File: src/source/wb_mem_pkg.sv
package wb_mem_pkg;

    // Address region that a bus access falls in.
    typedef enum logic [1:0] {
        REGION_MEM  = 2'd0, // Word-wide RAM.
        REGION_SYS  = 2'd1, // Identification and scratch registers.
        REGION_NONE = 2'd2  // Nothing mapped here.
    } wb_region_e;

    // Acknowledge state of the memory slave.
    // A write goes from idle straight to done. A read waits one extra
    // cycle for the registered RAM output.
    typedef enum logic [1:0] {
        ACK_IDLE      = 2'd0,
        ACK_READ_WAIT = 2'd1,
        ACK_DONE      = 2'd2
    } mem_ack_state_e;

    // Values of address bits 31 to 28 for each mapped region.
    localparam logic [3:0] REGION_MEM_CODE = 4'h0;
    localparam logic [3:0] REGION_SYS_CODE = 4'h1;

    // Fixed word returned by the identification register.
    localparam logic [31:0] SYS_ID_VALUE = 32'h5742_4d31;

endpackage

File: src/source/wb_bus_if.sv
// Slave side of a Wishbone classic bus, as seen after address decoding.
// The strobe carried here is already qualified with cyc.
interface wb_bus_if;

    logic [31:0] adr;
    logic [31:0] dat_w;
    logic [3:0]  sel;
    logic        we;
    logic        stb;

    logic        ack;
    logic [31:0] dat_r;

    // The decoder drives the request side.
    modport master (
        output adr,
        output dat_w,
        output sel,
        output we,
        output stb,
        input  ack,
        input  dat_r
    );

    // Each slave answers with ack and read data.
    modport slave (
        input  adr,
        input  dat_w,
        input  sel,
        input  we,
        input  stb,
        output ack,
        output dat_r
    );

endinterface

File: src/source/wb_decoder.sv
module wb_decoder import wb_mem_pkg::*; (
    input  logic         wb_clk_i,
    input  logic         reset_i,

    input  logic [31:0]  wb_adr_i,
    input  logic [31:0]  wb_dat_i,
    input  logic [3:0]   wb_sel_i,
    input  logic         wb_we_i,
    input  logic         wb_cyc_i,
    input  logic         wb_stb_i,

    output logic         wb_ack_o,
    output logic [31:0]  wb_dat_o,

    wb_bus_if.master     mem_bus,
    wb_bus_if.master     sys_bus
);

    logic       valid;
    wb_region_e region;
    logic       none_ack; // Local acknowledge for unmapped space.

    assign valid = wb_cyc_i & wb_stb_i;

    always_comb begin
        if (wb_adr_i[31:28] == REGION_MEM_CODE) begin
            region = REGION_MEM;
        end else if (wb_adr_i[31:28] == REGION_SYS_CODE) begin
            region = REGION_SYS;
        end else begin
            region = REGION_NONE;
        end
    end

    // Both slaves see the same request; only the strobe is steered.
    assign mem_bus.adr   = wb_adr_i;
    assign mem_bus.dat_w = wb_dat_i;
    assign mem_bus.sel   = wb_sel_i;
    assign mem_bus.we    = wb_we_i;
    assign mem_bus.stb   = valid && (region == REGION_MEM);

    assign sys_bus.adr   = wb_adr_i;
    assign sys_bus.dat_w = wb_dat_i;
    assign sys_bus.sel   = wb_sel_i;
    assign sys_bus.we    = wb_we_i;
    assign sys_bus.stb   = valid && (region == REGION_SYS);

    // An unmapped access is answered after one cycle so the master never stalls.
    always_ff @(posedge wb_clk_i) begin
        if (reset_i) begin
            none_ack <= 1'b0;
        end else begin
            none_ack <= valid && (region == REGION_NONE) && !none_ack;
        end
    end

    always_comb begin
        case (region)
            REGION_MEM: begin
                wb_ack_o = mem_bus.ack;
                wb_dat_o = mem_bus.dat_r;
            end
            REGION_SYS: begin
                wb_ack_o = sys_bus.ack;
                wb_dat_o = sys_bus.dat_r;
            end
            default: begin
                wb_ack_o = none_ack;
                wb_dat_o = 32'h0; // Unmapped reads return zero.
            end
        endcase
    end

endmodule

File: src/flat_wrapper.sv
// flat-port wrapper written by rule: the top's interface ports become plain ports
module wb_decoder_flat import wb_mem_pkg::*;
  (wb_clk_i, reset_i, wb_adr_i, wb_dat_i, wb_sel_i, wb_we_i, wb_cyc_i, wb_stb_i, wb_ack_o, wb_dat_o, mem_bus_adr, mem_bus_dat_w, mem_bus_sel, mem_bus_we, mem_bus_stb, mem_bus_ack, mem_bus_dat_r, sys_bus_adr, sys_bus_dat_w, sys_bus_sel, sys_bus_we, sys_bus_stb, sys_bus_ack, sys_bus_dat_r);
  wb_bus_if mem_bus_i ();
  wb_bus_if sys_bus_i ();
  input  logic wb_clk_i;
  input  logic reset_i;
  input  logic [31:0] wb_adr_i;
  input  logic [31:0] wb_dat_i;
  input  logic [3:0] wb_sel_i;
  input  logic wb_we_i;
  input  logic wb_cyc_i;
  input  logic wb_stb_i;
  output logic wb_ack_o;
  output logic [31:0] wb_dat_o;
  output wire logic [$bits(mem_bus_i.adr)-1:0] mem_bus_adr;
  output wire logic [$bits(mem_bus_i.dat_w)-1:0] mem_bus_dat_w;
  output wire logic [$bits(mem_bus_i.sel)-1:0] mem_bus_sel;
  output wire logic [$bits(mem_bus_i.we)-1:0] mem_bus_we;
  output wire logic [$bits(mem_bus_i.stb)-1:0] mem_bus_stb;
  input wire logic [$bits(mem_bus_i.ack)-1:0] mem_bus_ack;
  input wire logic [$bits(mem_bus_i.dat_r)-1:0] mem_bus_dat_r;
  output wire logic [$bits(sys_bus_i.adr)-1:0] sys_bus_adr;
  output wire logic [$bits(sys_bus_i.dat_w)-1:0] sys_bus_dat_w;
  output wire logic [$bits(sys_bus_i.sel)-1:0] sys_bus_sel;
  output wire logic [$bits(sys_bus_i.we)-1:0] sys_bus_we;
  output wire logic [$bits(sys_bus_i.stb)-1:0] sys_bus_stb;
  input wire logic [$bits(sys_bus_i.ack)-1:0] sys_bus_ack;
  input wire logic [$bits(sys_bus_i.dat_r)-1:0] sys_bus_dat_r;
  assign mem_bus_adr = mem_bus_i.adr;
  assign mem_bus_dat_w = mem_bus_i.dat_w;
  assign mem_bus_sel = mem_bus_i.sel;
  assign mem_bus_we = mem_bus_i.we;
  assign mem_bus_stb = mem_bus_i.stb;
  assign mem_bus_i.ack = mem_bus_ack;
  assign mem_bus_i.dat_r = mem_bus_dat_r;
  assign sys_bus_adr = sys_bus_i.adr;
  assign sys_bus_dat_w = sys_bus_i.dat_w;
  assign sys_bus_sel = sys_bus_i.sel;
  assign sys_bus_we = sys_bus_i.we;
  assign sys_bus_stb = sys_bus_i.stb;
  assign sys_bus_i.ack = sys_bus_ack;
  assign sys_bus_i.dat_r = sys_bus_dat_r;
  wb_decoder u_core (.wb_clk_i(wb_clk_i), .reset_i(reset_i), .wb_adr_i(wb_adr_i), .wb_dat_i(wb_dat_i), .wb_sel_i(wb_sel_i), .wb_we_i(wb_we_i), .wb_cyc_i(wb_cyc_i), .wb_stb_i(wb_stb_i), .wb_ack_o(wb_ack_o), .wb_dat_o(wb_dat_o), .mem_bus(mem_bus_i), .sys_bus(sys_bus_i));
endmodule
File: config.mk
export PLATFORM = sky130hd
export DESIGN_NAME = wb_decoder_flat
export DESIGN_NICKNAME = d
export VERILOG_FILES = /design/src/source/wb_mem_pkg.sv /design/src/source/wb_bus_if.sv /design/src/source/wb_decoder.sv /design/src/flat_wrapper.sv
export SDC_FILE = /design/constraint.sdc
export NUM_CORES = 1
export LEC_CHECK = 0
export BUFFER_PORTS_ARGS = -buffer_cell sky130_fd_sc_hd__buf_2
export CAP_MARGIN = 15
export CORE_AREA = 2 2 122 124
export CTS_CLUSTER_DIAMETER = 100
export CTS_CLUSTER_SIZE = 28
export DETAILED_ROUTE_END_ITERATION = 12
export DIE_AREA = 0 0 124 126
export SYNTH_ARGS = -nofsm -noshare
export SYNTH_HDL_FRONTEND = slang
export SYNTH_SLANG_ARGS = --single-unit
File: constraint.sdc
create_clock -name wb_clk_i -period 4.9 [get_ports wb_clk_i]
set_input_delay 1.225 -clock wb_clk_i [delete_from_list [all_inputs] [get_ports wb_clk_i]]
set_output_delay 1.225 -clock wb_clk_i [all_outputs]
set_load 0.05 [all_outputs]
* After elaboration in Yosys (flattened, before gate mapping)
Index checks and enable logic that the tools add are counted.
Operators by class: equal/unequal tests 3, muxes and demuxes 4, bitwise gates (word level) 1, reduce and logical (&&, ||, !) cells 7
Operators with widths (count):
- case mux 32 bit (2 select lines) | 1
- == test 4 x 1 -> 1 bit, second input constant | 1
- logical AND 1 bit | 4
- zero test 4 bit | 1
- two-way mux 2 bit | 2
- == test 2 x 1 -> 1 bit, second input constant | 1
- == test 2 bit, second input constant | 1
- zero test 2 bit | 1
- case mux 1 bit (2 select lines) | 1
- AND 1 bit | 1
- zero test 1 bit | 1
Storage, ports and cells: register bits 1, input bits 139

* Depth between registers and ports, before layout
word-level depth 6, mapped depth 4, depth with buffers taken out 2

* Worst setup path after synthesis
OpenSTA, ideal clock, no wires.
path kind input-to-output, start input wb_adr_i[29], end output mem_bus_stb, arrival 2825 ps, required time 3675 ps, setup slack 850 ps, stages on the path 3, buffers on the path 1, cell sequence or3_1 -> buf_6 -> nor3_1
Between the ends: word-level cells in the longest chain between the ends 5, elaborated cells on any way between the ends 6, classes of those cells 1 x eq/ne; 2 x mux; 3 x reduce/logical
RTL lines:
- from (decl) | line flat_wrapper.sv:8 | input logic [31:0] wb_adr_i;
- == test 4 x 1 -> 1 bit | line wb_decoder.sv:28 | end else if (wb_adr_i[31:28] == REGION_SYS_CODE) begin
- two-way mux 2 bit | line wb_decoder.sv:28
- two-way mux 2 bit * | line wb_decoder.sv:26 | if (wb_adr_i[31:28] == REGION_MEM_CODE) begin
- zero test 2 bit * | line wb_decoder.sv:40 | assign mem_bus.stb = valid && (region == REGION_MEM);
- logical AND 1 bit * | line wb_decoder.sv:40
- to (decl) | line flat_wrapper.sv:20 | output wire logic [$bits(mem_bus_i.stb)-1:0] mem_bus_stb;
Mark *: on every way between the ends. The rest lies on a longest branch, timed or not.

* Worst setup path after layout
start input wb_adr_i[29], end output wb_ack_o
Between the ends: word-level cells in the longest chain between the ends 5, elaborated cells on any way between the ends 7, classes of those cells 2 x eq/ne; 3 x mux; 2 x reduce/logical
RTL lines:
- == test 4 x 1 -> 1 bit | line wb_decoder.sv:28
- two-way mux 2 bit | line wb_decoder.sv:28
- two-way mux 2 bit * | line wb_decoder.sv:26
- == test 2 x 1 -> 1 bit or zero test 2 bit (tied branches) | line wb_decoder.sv:58 | case (region)
- case mux 1 bit (2 select lines) * | line wb_decoder.sv:58
- to (decl) | line flat_wrapper.sv:14 | output logic wb_ack_o;
Marks and branches as above.

==> reports/summary.json <==
{
  "status": "completed",
  "netlist_area_um2": 1613,
  "placeableCoreArea_um2": 14310,
  "critical_path.startpoint_type": "input pin",
  "filler_cell_count": 1709,
  "hold_bufs_at_cts": 0,
  "critical_path_class": "in2out",
  "period_utilization": 0.7610,
  "final.min_clock_period_ns": 3.729,
  "post-place-ws_ns": 1.148,
  "final.setup_skew_ns": 0,
  "wl_um": 4641,
  "fmaxAchievable_ghz": 0.2682,
  "grt_use_total": 0.05027,
  "worst_setup_hold_path_clk_slew_ns": 0,
  "layout-drive-gt1-share": 0.6283,
  "routedLengthMet1_um": 1304,
  "ioPinCount": 312,
  "detail_route.iter0.violations": 20,
  "detailroute.via_count": 1110,
  "synth_nets": 358,
  "setup_total_negative_slack_ns": 0,
  "timing.final.ws_setup_ns": 1.171,
  "worst_r2r_path_depth": 1,
  "power_per_cell_area_nw_per_um2": 96.02,
  "final_hold_viol_count": 0,
  "route.met2.wl_um": 1972,
  "viasPerCell": 2.960,
  "worstPathArrival_ns": 2.50,
  "insertedDiodeCount": 0,
  "worst_hold_path_type": "reg2reg",
  "finalNetCount": 332,
  "dr.pass1.iters": 4,
  "crit_required_ns": 3.67,
  "largest_register_ff_count": 1,
  "gr_overflow_total": 0,
  "setup_viol_count_final": 0,
  "route.antenna.remaining_nets": 0,
  "synth-seq-area-share": 0.01241,
  "die_y_um": 126,
  "port_buffer_cells": 116,
  "most_common_library_cell_in_the_layout_ignoring_fill_and_taps": "buf_2",
  "die_x_um": 124,
  "registers.top_by_ff_count": "u_core.none_ack",
  "timing.hold.worst_path_depth": 1,
  "layout.cells.most_common_list": "buf_2, mux2i_1, nor2_1",
  "total_power_uw": 129.1,
  "dpl.hpwl_um": 3900,
  "gp_congestion": 0.6904,
  "routed-wl-met3_um": 891,
  "critical_path.max_fanout": 36,
  "timing.slew.headroom": 0.6703,
  "largest_net_degree_at_the_start_of_global_routing": 37,
  "initial_core_utilization": 0.1127,
  "post_cts.resized_instances": 0,
  "cp-end-kind": "output pin",
  "placed_cells": 375,
  "initial_antenna_violation_count": 1,
  "layoutNonFillerInstCount": 375,
  "avgSynthCellArea_um2": 7.364,
  "syn_inst": 219,
  "top_signal_layer_used": "met5",
  "dieArea_um2": 15620,
  "std_cell_rows": 44,
  "cap_violations": 0,
  "ys_types": 13,
  "worstSkewPairLatency_ns": 0,
  "maxSlewViolCount": 0,
  "grt_setup_unrepaired": "no",
  "post-cts-setup-buffer-count": 0,
  "first_pass_grt_wire_length_um": 5885,
  "route.detailed.drc": 0,
  "ir_worst_vdd_mv": 0.03111,
  "synthesis.yosys.warnings": 0,
  "area_growth_syn_to_fin_pct": -16.60,
  "p_leak_uw": 0.0007898,
  "routedWlPerCell_um": 12.38,
  "seq_cells_post_synth": 1,
  "worst-slew-pin-transition_ns": 0.4945,
  "top_flop_regs": "u_core.none_ack x1",
  "first_global_vias": 1057
}
==> report_power, final <==
group | internal (uW) | switching (uW) | leakage, uW
Combinational | 45.1 | 75.2 | 0.000782
Clock | 0 | 0 | 0
Sequential | 8.65 | 0.201 | 0.00000818
Total | 53.7 | 75.4 | 0.000790
==> worst paths after layout <==
check	to	start	slack, ns
setup / recovery	wb_ack_o	wb_adr_i[29]	1.17
setup reg to reg	u_core.none_ack	u_core.none_ack	4.24
hold / removal	u_core.none_ack	u_core.none_ack	0.43
hold reg to reg	u_core.none_ack	u_core.none_ack	0.43
==> worst max-delay path, stage by stage <==
cell,delay (ns)
buf_2,0.11
or3_1,0.35
buf_4,0.27
mux2_4,0.33
buf_2,0.21
==> cell usage after synthesis <==
master / number / share of area
buf_4: 140 / 0.65
mux2_2: 1 / 0.0070
dfxtp_1: 1 / 0.012
buf_2: 4 / 0.012
inv_1: 1 / 0.0023
nand2_1: 1 / 0.0023
mux2i_1: 32 / 0.20
nor2_1: 32 / 0.074
or3_1: 1 / 0.0039
mux2_4: 1 / 0.0093
nor3_1: 2 / 0.0062
nor4b_1: 1 / 0.0054
buf_6: 2 / 0.014
==> metal layers <==
layer  global-route usage  vias to the layer above
met1              0.03904                      429
met5                    0                        -
met4              0.05089                        2
met3              0.03442                       54
met2              0.07951                      129
li1                     -                      496
==> area by class of cell <==
| class | count | area (um^2) | share of cell area |
|---|---|---|---|
| sequential | 1 | 20.02 | 0.01488 |
| tap | 184 | 230.2 | 0.1712 |
| multi-input combinational | 71 | 495.5 | 0.3684 |
| timing repair buffer | 118 | 595.6 | 0.4428 |
| inverter | 1 | 3.754 | 0.002791 |
==> cells by family after synthesis <==
kind of cell / count (synthesis) / synth area share
and+or+nand+nor: 37 / 0.09232
muxes: 34 / 0.2149
buffers and inverters: 147 / 0.6804
DFF: 1 / 0.01241
==> through the flow <==
step	hold slack, ns	utilization	cell area (um^2)
detailed placement	0.4323	0.09397	1345
finish	0.4295	0.09397	1345
floorplan	0.3985	-	1613
global route	0.4575	0.09397	1345
CTS	0.4323	0.09397	1345
global placement	0.4282	0.09397	1345
Note: power is estimated with default switching activity, not from simulation.
