File: src/source/wb_mem_pkg.sv
package wb_mem_pkg;

    // Address region that a bus access falls in.
    typedef enum logic [1:0] {
        REGION_MEM  = 2'd0, // Word-wide RAM.
        REGION_SYS  = 2'd1, // Identification and scratch registers.
        REGION_NONE = 2'd2  // Nothing mapped here.
    } wb_region_e;

    // Acknowledge state of the memory slave.
    // A write goes from idle straight to done. A read waits one extra
    // cycle for the registered RAM output.
    typedef enum logic [1:0] {
        ACK_IDLE      = 2'd0,
        ACK_READ_WAIT = 2'd1,
        ACK_DONE      = 2'd2
    } mem_ack_state_e;

    // Values of address bits 31 to 28 for each mapped region.
    localparam logic [3:0] REGION_MEM_CODE = 4'h0;
    localparam logic [3:0] REGION_SYS_CODE = 4'h1;

    // Fixed word returned by the identification register.
    localparam logic [31:0] SYS_ID_VALUE = 32'h5742_4d31;

endpackage

File: src/source/wb_bus_if.sv
// Slave side of a Wishbone classic bus, as seen after address decoding.
// The strobe carried here is already qualified with cyc.
interface wb_bus_if;

    logic [31:0] adr;
    logic [31:0] dat_w;
    logic [3:0]  sel;
    logic        we;
    logic        stb;

    logic        ack;
    logic [31:0] dat_r;

    // The decoder drives the request side.
    modport master (
        output adr,
        output dat_w,
        output sel,
        output we,
        output stb,
        input  ack,
        input  dat_r
    );

    // Each slave answers with ack and read data.
    modport slave (
        input  adr,
        input  dat_w,
        input  sel,
        input  we,
        input  stb,
        output ack,
        output dat_r
    );

endinterface

File: src/source/wb_sysregs.sv
module wb_sysregs import wb_mem_pkg::*; (
    input  logic     wb_clk_i,
    input  logic     reset_i,
    wb_bus_if.slave  bus
);

    logic        ack;
    logic        access;
    logic        sel_id;
    logic        sel_scratch;
    logic [31:0] scratch;
    logic [31:0] rdata;

    // A strobe is taken once; the cycle with ack high is ignored.
    assign access = bus.stb && !ack;

    // Word index within the region, from address bits 27 to 2.
    assign sel_id      = (bus.adr[27:2] == 26'd0);
    assign sel_scratch = (bus.adr[27:2] == 26'd1);

    always_ff @(posedge wb_clk_i) begin
        if (reset_i) begin
            ack     <= 1'b0;
            scratch <= 32'h0;
        end else begin
            ack <= access;
            if (access && bus.we && sel_scratch) begin
                for (int b = 0; b < 4; b++) begin
                    if (bus.sel[b]) begin
                        scratch[b*8 +: 8] <= bus.dat_w[b*8 +: 8];
                    end
                end
            end
        end
    end

    // Read data is registered alongside the ack.
    always_ff @(posedge wb_clk_i) begin
        if (access) begin
            if (sel_id) begin
                rdata <= SYS_ID_VALUE; // Writes to this word have no effect.
            end else if (sel_scratch) begin
                rdata <= scratch;
            end else begin
                rdata <= 32'h0;
            end
        end
    end

    assign bus.ack   = ack;
    assign bus.dat_r = rdata;

endmodule

File: src/flat_wrapper.sv
// flat-port wrapper written by rule: the top's interface ports become plain ports
module wb_sysregs_flat import wb_mem_pkg::*;
  (wb_clk_i, reset_i, bus_adr, bus_dat_w, bus_sel, bus_we, bus_stb, bus_ack, bus_dat_r);
  wb_bus_if bus_i ();
  input  logic wb_clk_i;
  input  logic reset_i;
  input wire logic [$bits(bus_i.adr)-1:0] bus_adr;
  input wire logic [$bits(bus_i.dat_w)-1:0] bus_dat_w;
  input wire logic [$bits(bus_i.sel)-1:0] bus_sel;
  input wire logic [$bits(bus_i.we)-1:0] bus_we;
  input wire logic [$bits(bus_i.stb)-1:0] bus_stb;
  output wire logic [$bits(bus_i.ack)-1:0] bus_ack;
  output wire logic [$bits(bus_i.dat_r)-1:0] bus_dat_r;
  assign bus_i.adr = bus_adr;
  assign bus_i.dat_w = bus_dat_w;
  assign bus_i.sel = bus_sel;
  assign bus_i.we = bus_we;
  assign bus_i.stb = bus_stb;
  assign bus_ack = bus_i.ack;
  assign bus_dat_r = bus_i.dat_r;
  wb_sysregs u_core (.wb_clk_i(wb_clk_i), .reset_i(reset_i), .bus(bus_i));
endmodule
File: config.mk
export PLATFORM = sky130hd
export DESIGN_NAME = wb_sysregs_flat
export DESIGN_NICKNAME = d
export VERILOG_FILES = /design/src/source/wb_mem_pkg.sv /design/src/source/wb_bus_if.sv /design/src/source/wb_sysregs.sv /design/src/flat_wrapper.sv
export SDC_FILE = /design/constraint.sdc
export NUM_CORES = 1
export LEC_CHECK = 0
export ABC_AREA = 1
export BUFFER_PORTS_ARGS = -buffer_cell sky130_fd_sc_hd__buf_2
export CORE_MARGIN = 4
export CORE_UTILIZATION = 53
export DETAILED_ROUTE_END_ITERATION = 6
export PLACE_DENSITY = 0.83
export SYNTH_ARGS = -nofsm -noshare
export SYNTH_HDL_FRONTEND = slang
export SYNTH_SLANG_ARGS = --single-unit
File: constraint.sdc
create_clock -name wb_clk_i -period 3.3 [get_ports wb_clk_i]
set_input_delay 0.66 -clock wb_clk_i [delete_from_list [all_inputs] [get_ports wb_clk_i]]
set_output_delay 0.66 -clock wb_clk_i [all_outputs]
set_load 0.05 [all_outputs]
Yosys cells after proc, flatten, opt, wreduce, memory -nomap -nowiden
Cells that the tools add are included.
- output and inout port bits: 33
- input bits: 72
- bits in registers: 65
- eq/ne operators: 1
- multiplexer cells: 1
- bitwise operators: 1
- reductions and logical operators: 10
- operator list (cell ; number):
    $mux 31 ; 1
    $eq 26x1->1 const B ; 1
    $logic_not 26->1 ; 1
    $reduce_and 2->1 ; 4
    $logic_and 1x1->1 ; 3
    $reduce_or 2->1 ; 1
    $logic_not 1->1 ; 1
    $not 1->1 ; 1

Depth between registers and ports, before layout
Gate-level depths: netlist of run 1.
- word-level depth: 5
- depth in mapped cells: 11
- gate-level depth less buffers: 9

Worst setup path before layout of run 1
No wires, ideal clock.
- kind: input to register
- start: input bus_stb
- end: register u_core.rdata[0], in the netlist u_core.bus.dat_r[0], enable pin
- arrival time: 2066 ps
- data required time: 2878 ps
- setup time: 422 ps
- stages on the path: 2
- path slack: 813 ps
- cells stage by stage: inv_2 -> nor2_1
- word-level cells in the longest chain between the ends: 1
- ends and longest elaborated chain (what ; line ; text):
    start, declared ; flat_wrapper.sv:11 ; input wire logic [$bits(bus_i.stb)-1:0] bus_stb;
    $logic_and 1x1->1 ; wb_sysregs.sv:15 ; assign access = bus.stb && !ack;
    via u_core.access ; wb_sysregs.sv:8 ; logic access;
    end signal, assigned ; wb_sysregs.sv:43 ; rdata <= scratch;
    end, declared ; wb_sysregs.sv:12 ; logic [31:0] rdata;
The timed path passes the listed nets, and every way through them passes these cells.
A chain may end at the register's enable or synchronous reset.

Worst setup path in the final report of run 1
- start: input bus_adr[17]
- end: register u_core.scratch[29]
- word-level cells in the longest chain between the ends: 3
- ends and longest elaborated chain (what ; line ; text):
    start, declared ; flat_wrapper.sv:7 ; input wire logic [$bits(bus_i.adr)-1:0] bus_adr;
    $eq 26x1->1 ; wb_sysregs.sv:19 ; assign sel_scratch = (bus.adr[27:2] == 26'd1);
    $logic_and 1x1->1 ; wb_sysregs.sv:27 ; if (access && bus.we && sel_scratch) begin
    $reduce_and 2->1 (no line) ; n/a ;
    end signal, assigned by index ; wb_sysregs.sv:30 ; scratch[b*8 +: 8] <= bus.dat_w[b*8 +: 8];
    end, declared ; wb_sysregs.sv:11 ; logic [31:0] scratch;
No other way between the ends.

==> results.md, run 1 <==
* Num Clock Sinks at 65
* Clock root buffer: clkbuf_8
* Dpl cells at 507
* Ant diodes at 0
* Largest net degree at the start of global routing at 33
* Status: complete, no violations
* First-pass DRT Iterations at 4
* Ys Warns at 0
* Fmax achieved at 0.475 GHz
* GP Congestion at 0.800
* Maximum vdd drop at 269 uV
* Switching share of power at 24.2%
* # rows at 26
* DRC at 0
* GR Overflow Total at 0
* Critical Path, Cell by Cell: buf_2 > nor2_1 > nand2_1 > nor2_2 > nand2_1 > nor2_4 > buf_4 > nand4_1 > nand2_1 > nor2_1
* Final hold violation count at 0
* Syn avg cell area at 8.22 um^2
* Max incr delay on CP at 0.44 ns
* Clock power frac at 39.1%
* Die H at 82.1 um
* Sequential Power Share at 50.5%
* Vias at 2510
* CP most frequent cell: nand2_1
* Crit Path Max Fanout at 24
* Vias in the first global route at 2488
* RSZ-0062 raised after global routing: false
* Crit Path Class: in -> reg
* Mux contribution to synthesized area at 0%
* Synth-to-Final Area Change at 23.9%
* DR iter-0 viols at 148
* Drt wl/cell at 12.4 um
* Area leader, netlist: edfxtp_1
* Delay-heaviest family, CP: simple AND/OR/NAND/NOR gates
* Vias per inst at 4.80
* CP Launch Type: input pin
* CTS Hold Bufs at 0
* Final Slew Violations at 0
* Max-Slew Margin vs Limit at 34.9%
* Post-synthesis adder-cell area fraction at 0%
* Unique cell type count in the Yosys netlist at 19
* I/O Pins at 105
* Post-Route WL at 6.51 mm
* Cell Area, Synth at 2910 um^2
* Largest family of logic cells by synthesized area: simple AND/OR/NAND/NOR gates
* Area contributors post-synth: edfxtp_1 33%, dfxtp_1 23%, nor2_1 13%
* Sequential fraction of the synthesis area at 55.7%
* Post-synthesis compound-gate area fraction at 0%
* Overall routing resource usage at 21.4%
* Fillers at 458
* Maxcap violations at 0
* Nets at 520
* Combinational share of power at 10.4%
* First-pass GRT wire length at 10.8 mm
* Syn Inst Count at 354
* Period minus WS final at 2.11 ns
* Synth Net Count at 426
* Starting Density at 55.9%
* Crit path DAT at 2.33 ns
* Utilization after layout at 69.3%
* P_sw at 0.415 mW
* Pwr Density at 477 nW/um^2
* Clock-pin slew on the worst setup and hold paths at 0.06 ns
* Final HPWL from detailed placement at 4.44 mm
* Port bufs at 98
* Fin crit share at 63.8%
* Clock buffer depth at 2
* Setup repair bufs after CTS at 0
* Yosys reg bits at 65
* Pleak at 1.72 nW
* Core footprint at 5200 um^2
* Worst-Skew Late Latency at 0.33 ns
* Crit-path slowest cell: nor2_4
* Slew @ Worst Pin at 0.975 ns
* CTS Buf Count at 9
* Final ANT Viol Nets at 0
* Finished Layout Cells at 523
* Layout cells sized above 1 at 27.8%
* CTS tree: built
* Simple logic cell fraction of the synthesized area at 32.6%
* CP endpoint kind: flop
* Critical Path RT at 3.52 ns
* CTS H-Tree Depth at 3
* Final TNS setup at 0 ns
* Die area at 6740 um^2
* Internal at 1.30 mW
* HP Class: reg -> reg
* Yosys top cell area share at 33.0%
* Xor-xnor portion of the synthesized cell area at 0%
* Worst Path Buf+Inv at 2
* Die X at 82.1 um
* Setup violations, final at 0
* Clk_skew at 0.00590 ns
* Initial antenna violation count at 0
* PostCTS Resize Cnt at 0
worst min-delay path: cells and delay by family, from the launching register on:
| family | cells | cell delay, ns |
|---|---|---|
| and+or+nand+nor | 2 | 0.14 |
| DFF | 1 | 0.31 |
cells in the final DEF, fill, tap and decap left out:
cell / count
nor2_4: 6
nand4_1: 33
nor3b_4: 1
inv_1: 59
nor4_1: 1
inv_2: 2
bufinv_16: 1
nand2_1: 68
nor2_2: 2
nor2_1: 97
buf_4: 2
nand3_1: 1
buf_2: 98
clkbuf_1: 2
nor3_1: 1
dfxtp_1: 33
clkbuf_8: 11
edfxtp_1: 32
nand4_4: 1
clkinv_2: 2
cells by family after synthesis:
logic type,count (synthesis)
and+or+nand+nor,211
buffers and inverters,78
DFF,65
power groups by stage:
stage	clock, mW	combinational (mW)	sequential (mW)
3_3_place_gp	0	0.174	0.885
5_1_grt	0.721	0.193	0.869
2_1_floorplan	0	0.0511	0.948
3_5_place_dp	0	0.178	0.885
4_1_cts	0.682	0.179	0.868
6_report	0.672	0.178	0.868
registers in the layout, summed over array words and instances, names as in the netlist:
name	count
u_core.bus.ack	1
u_core.bus.dat_r	32
u_core.scratch	32
layout make-up:
cell class | instances | area, um^2 | area share (%)
flip-flops and latches | 65 | 1620 | 45.0
multi-input cells | 211 | 962 | 26.7
repair buffers | 100 | 505 | 14.0
inverters | 61 | 229 | 6.35
clock buffers | 13 | 159 | 4.41
well taps | 70 | 87.6 | 2.43
clock inverters | 3 | 40.0 | 1.11
synthesized netlist by cell type, drive strengths merged:
cell type	count
clkbuf	2
nand2	68
nor2	105
inv	61
nand3	1
dfxtp	33
nor3b	1
buf	15
nor3	1
nand4	34
edfxtp	32
nor4	1
metal layers:
metal	up-vias	part of all wire, %	wire [um]	track usage (%)
met2	88	51	3320	38.9
met5	-	0	0	0
li1	1286	-	-	-
met1	1120	40	2620	23.6
met3	16	6.6	431	6.03
met4	0	2.1	139	8.14
final timing paths:
kind / slack, ns / end / start / depth (start not counted)
worst max-delay path: 1.19 / u_core.scratch[29] / bus_adr[17] / 10
worst min-delay path: 0.49 / u_core.scratch[7] / u_core.scratch[7] / 2
worst max register to register: 1.41 / u_core.scratch[13] / u_core.bus.ack / 5
worst min register to register: 0.49 / u_core.scratch[7] / u_core.scratch[7] / 2
stage by stage:
step	power, mW	cell area (um^2)	hold slack [ns]	setup WS [ns]
floorplan	0.999	2910	0.455	0.813
finish	1.72	3600	0.487	1.19
global placement	1.06	3410	0.461	0.910
detailed placement	1.06	3410	0.472	0.884
CTS	1.73	3600	0.487	1.23
global route	1.78	3600	0.510	1.03
(Power assumes the default switching activity.)
==> run 2, diff against run 1 <==
--- a/config.mk
+++ b/config.mk
@@ -8,9 +8,9 @@
 export ABC_AREA = 1
 export BUFFER_PORTS_ARGS = -buffer_cell sky130_fd_sc_hd__buf_2
 export CORE_MARGIN = 4
-export CORE_UTILIZATION = 53
+export CORE_UTILIZATION = 44
 export DETAILED_ROUTE_END_ITERATION = 6
-export PLACE_DENSITY = 0.83
+export PLACE_DENSITY = 0.73
 export SYNTH_ARGS = -nofsm -noshare
 export SYNTH_HDL_FRONTEND = slang
 export SYNTH_SLANG_ARGS = --single-unit
==> constraint.sdc (replaced) <==
create_clock -name wb_clk_i -period 1.79 [get_ports wb_clk_i]
set_input_delay 0.358 -clock wb_clk_i [delete_from_list [all_inputs] [get_ports wb_clk_i]]
set_output_delay 0.358 -clock wb_clk_i [all_outputs]
set_load 0.05 [all_outputs]
==> run 2 against run 1 <==
Largest power group unchanged. Register-to-register slack got worse by 1.1 ns. Core utilization fell by 12 points. Total power rose by 83%. Hold slack got worse by 0.28 ns. Largest cell class unchanged. Cell count rose by 2.7%.
==> results.md, run 2 (same netlist as run 1, synthesis figures left out) <==
* Internal at 2.36 mW (+81%)
* Dpl ws at 0.0899 ns (-0.794 ns)
* Maximum vdd drop at 507 uV (+88%)
* Reg2Reg Launch Point: u_core.bus.ack
* Final Slew Violations at 0 (unchanged)
* Nets at 527 (+1.3%)
* Overall routing resource usage at 16.8% (-4.6 points)
* Layout cells sized above 1 at 29.3% (+1.5 points)
* CP endpoint kind: primary output
* Setup violations, final at 0 (unchanged)
* PostCTS Resize Cnt at 0 (unchanged)
* Port bufs at 98 (unchanged)
* Ant diodes at 0 (unchanged)
* Starting Density at 45.6% (-10 points)
* Fillers at 596 (+30%)
* Most common cell after layout, fill and taps aside: buf_2
* Worst hold stages at 2 (unchanged)
* Critical Path, Cell by Cell: buf_2
* CTS Buf Count at 9 (unchanged)
* Synth-to-Final Area Change at 26.3%
* Multi-input logic area at 962 um^2 (unchanged)
* Status: complete, no violations
* I/O Pins at 105 (unchanged)
* # rows at 29 (+12%)
* Die area at 7980 um^2 (+18%)
* PnR worst setup slack at 0.337 ns (-0.856 ns)
* P_sw at 0.773 mW (+86%)
* Utilization after layout at 57.5% (-12 points)
* Critical R2R Capture: u_core.scratch[17]
* FF-to-FF path depth at 5 (unchanged)
* Most frequent cells in the layout: 98 x buf_2, 97 x nor2_1, 68 x nand2_1
* Sequential Power Share at 51.0% (+0.5 points)
* Combinational share of power at 10.7% (+0.3 points)
* Crit-path slowest cell: dfxtp_1
* Dpl cells at 521 (+2.8%)
* Critical path depth in cells at 1 (-9)
* DR iter-0 viols at 95 (-36%)
* Delay-heaviest family, CP: flip-flops
* RSZ-0062 raised after global routing: false
* Fin crit share at 81.2%
* Hold Path End: u_core.bus.ack
* Vias in the first global route at 2369 (-4.8%)
* CTS tree: built
* Worst Path Buf+Inv at 1 (-1)
* CTS Hold Bufs at 0 (unchanged)
* Maxcap violations at 0 (unchanged)
* Clk_skew at 0.00401 ns (-0.00189 ns)
* Final HPWL from detailed placement at 4.49 mm (+1.3%)
* First-pass DRT Iterations at 5 (+1)
* Pwr Density at 854 nW/um^2 (+79%)
* GR Overflow Total at 0 (unchanged)
* Clock power frac at 38.4% (-0.7 points)
* Core footprint at 6390 um^2 (+23%)
* Num Clock Sinks at 65 (unchanged)
* Finished Layout Cells at 537 (+2.7%)
* Max-Slew Margin vs Limit at 75.9% (+41 points)
* Final ANT Viol Nets at 0 (unchanged)
* Pleak at 1.76 nW (+2.2%)
* Switching share of power at 24.7% (+0.50 points)
* DRC at 0 (unchanged)
* Critical Path RT at 1.43 ns (-2.09 ns)
* Clock buffer depth at 2 (unchanged)
* GP Congestion at 0.715 (-11%)
* Crit Path Class: reg -> out
* Fmax achieved at 0.688 GHz
* CP Launch Type: flop
* Drt wl/cell at 11.6 um (-6.8%)
* Post-Route WL at 6.22 mm (-4.3%)
* Crit Path Max Fanout at 4 (-83%)
* Period minus WS final at 1.45 ns
* Worst-Skew Late Latency at 0.33 ns (about the same)
* Fin Hold WS at 0.204 ns (-0.283 ns)
* R2R Setup Slk at 0.35 ns (-1.06 ns)
* Setup repair bufs after CTS at 0 (unchanged)
* Largest net degree at the start of global routing at 33 (unchanged)
* CTS H-Tree Depth at 3 (unchanged)
* HP Class: in -> reg
* Hold Crit Start: reset_i
* Initial antenna violation count at 0 (unchanged)
* Clock root buffer: clkbuf_8
* Vias per inst at 4.61 (-4.0%)
* Die H at 89.3 um (+8.8%)
* Crit path DAT at 1.09 ns (-1.24 ns)
* First-pass GRT wire length at 10.1 mm (-6.2%)
* Clock-pin slew on the worst setup and hold paths at 0.07 ns (about the same)
* Die X at 89.3 um (+8.8%)
* Slew @ Worst Pin at 0.361 ns (-0.614 ns)
* Final hold violation count at 0 (unchanged)
* Vias at 2475 (-1.4%)
* Max incr delay on CP at 0.45 ns (about the same)
* Reg area at 1620 um^2 (unchanged)
* Final TNS setup at 0 ns (unchanged)
run 2: cell count changes in the layout (fill, tap and decap cells not counted), sizes merged:
| cell | before | now |
|---|---|---|
| buf | 100 | 107 |
| clkinv | 2 | 4 |
| clkinvlp | 0 | 1 |
| clkbuf | 13 | 10 |
run 2: worst max-delay path by stage:
stage                   startpoint             endpoint  slack [ns]
global placement        bus_adr[9]   u_core.scratch[26]        0.13
CTS                 u_core.bus.ack    u_core.scratch[0]        0.31
detailed placement      bus_adr[7]   u_core.scratch[21]        0.09
floorplan           u_core.bus.ack  u_core.bus.dat_r[0]        0.27
global route        u_core.bus.ack   u_core.scratch[12]        0.20
finish              u_core.bus.ack              bus_ack        0.34
run 2: power groups by stage:
stage                     Clock, mW  Combinational (mW)  Sequential (mW)
after floorplan                   0              0.0957             1.75
after global placement            0               0.332             1.63
after detailed placement          0               0.336             1.63
after CTS                      1.24               0.337             1.60
after global routing           1.29               0.363             1.60
final                          1.20               0.335             1.60
run 2: area by class of cell:
type | count | share of cell area (%)
tap | 77 | 2.62
inverter | 61 | 6.23
timing repair buffer | 107 | 15.5
clock buffer | 10 | 3.75
sequential | 65 | 44.1
clock inverter | 6 | 1.57
multi-input combinational | 211 | 26.2
run 2: per-stage QoR:
| stage | cell area, um^2 | total power [mW] |
|---|---|---|
| detailed placement | 3480 | 1.97 |
| CTS | 3670 | 3.17 |
| floorplan | 2920 | 1.84 |
| global route | 3670 | 3.26 |
| finish | 3670 | 3.14 |
| global placement | 3480 | 1.96 |
run 2: metal layers:
layer / global-route usage (%) / wire (um) / vias up
li1: - / - / 1304
met1: 18.9 / 2610 / 1077
met2: 29.5 / 3050 / 74
met3: 3.13 / 359 / 20
met4: 9.88 / 206 / 0
met5: 0 / 0 / -
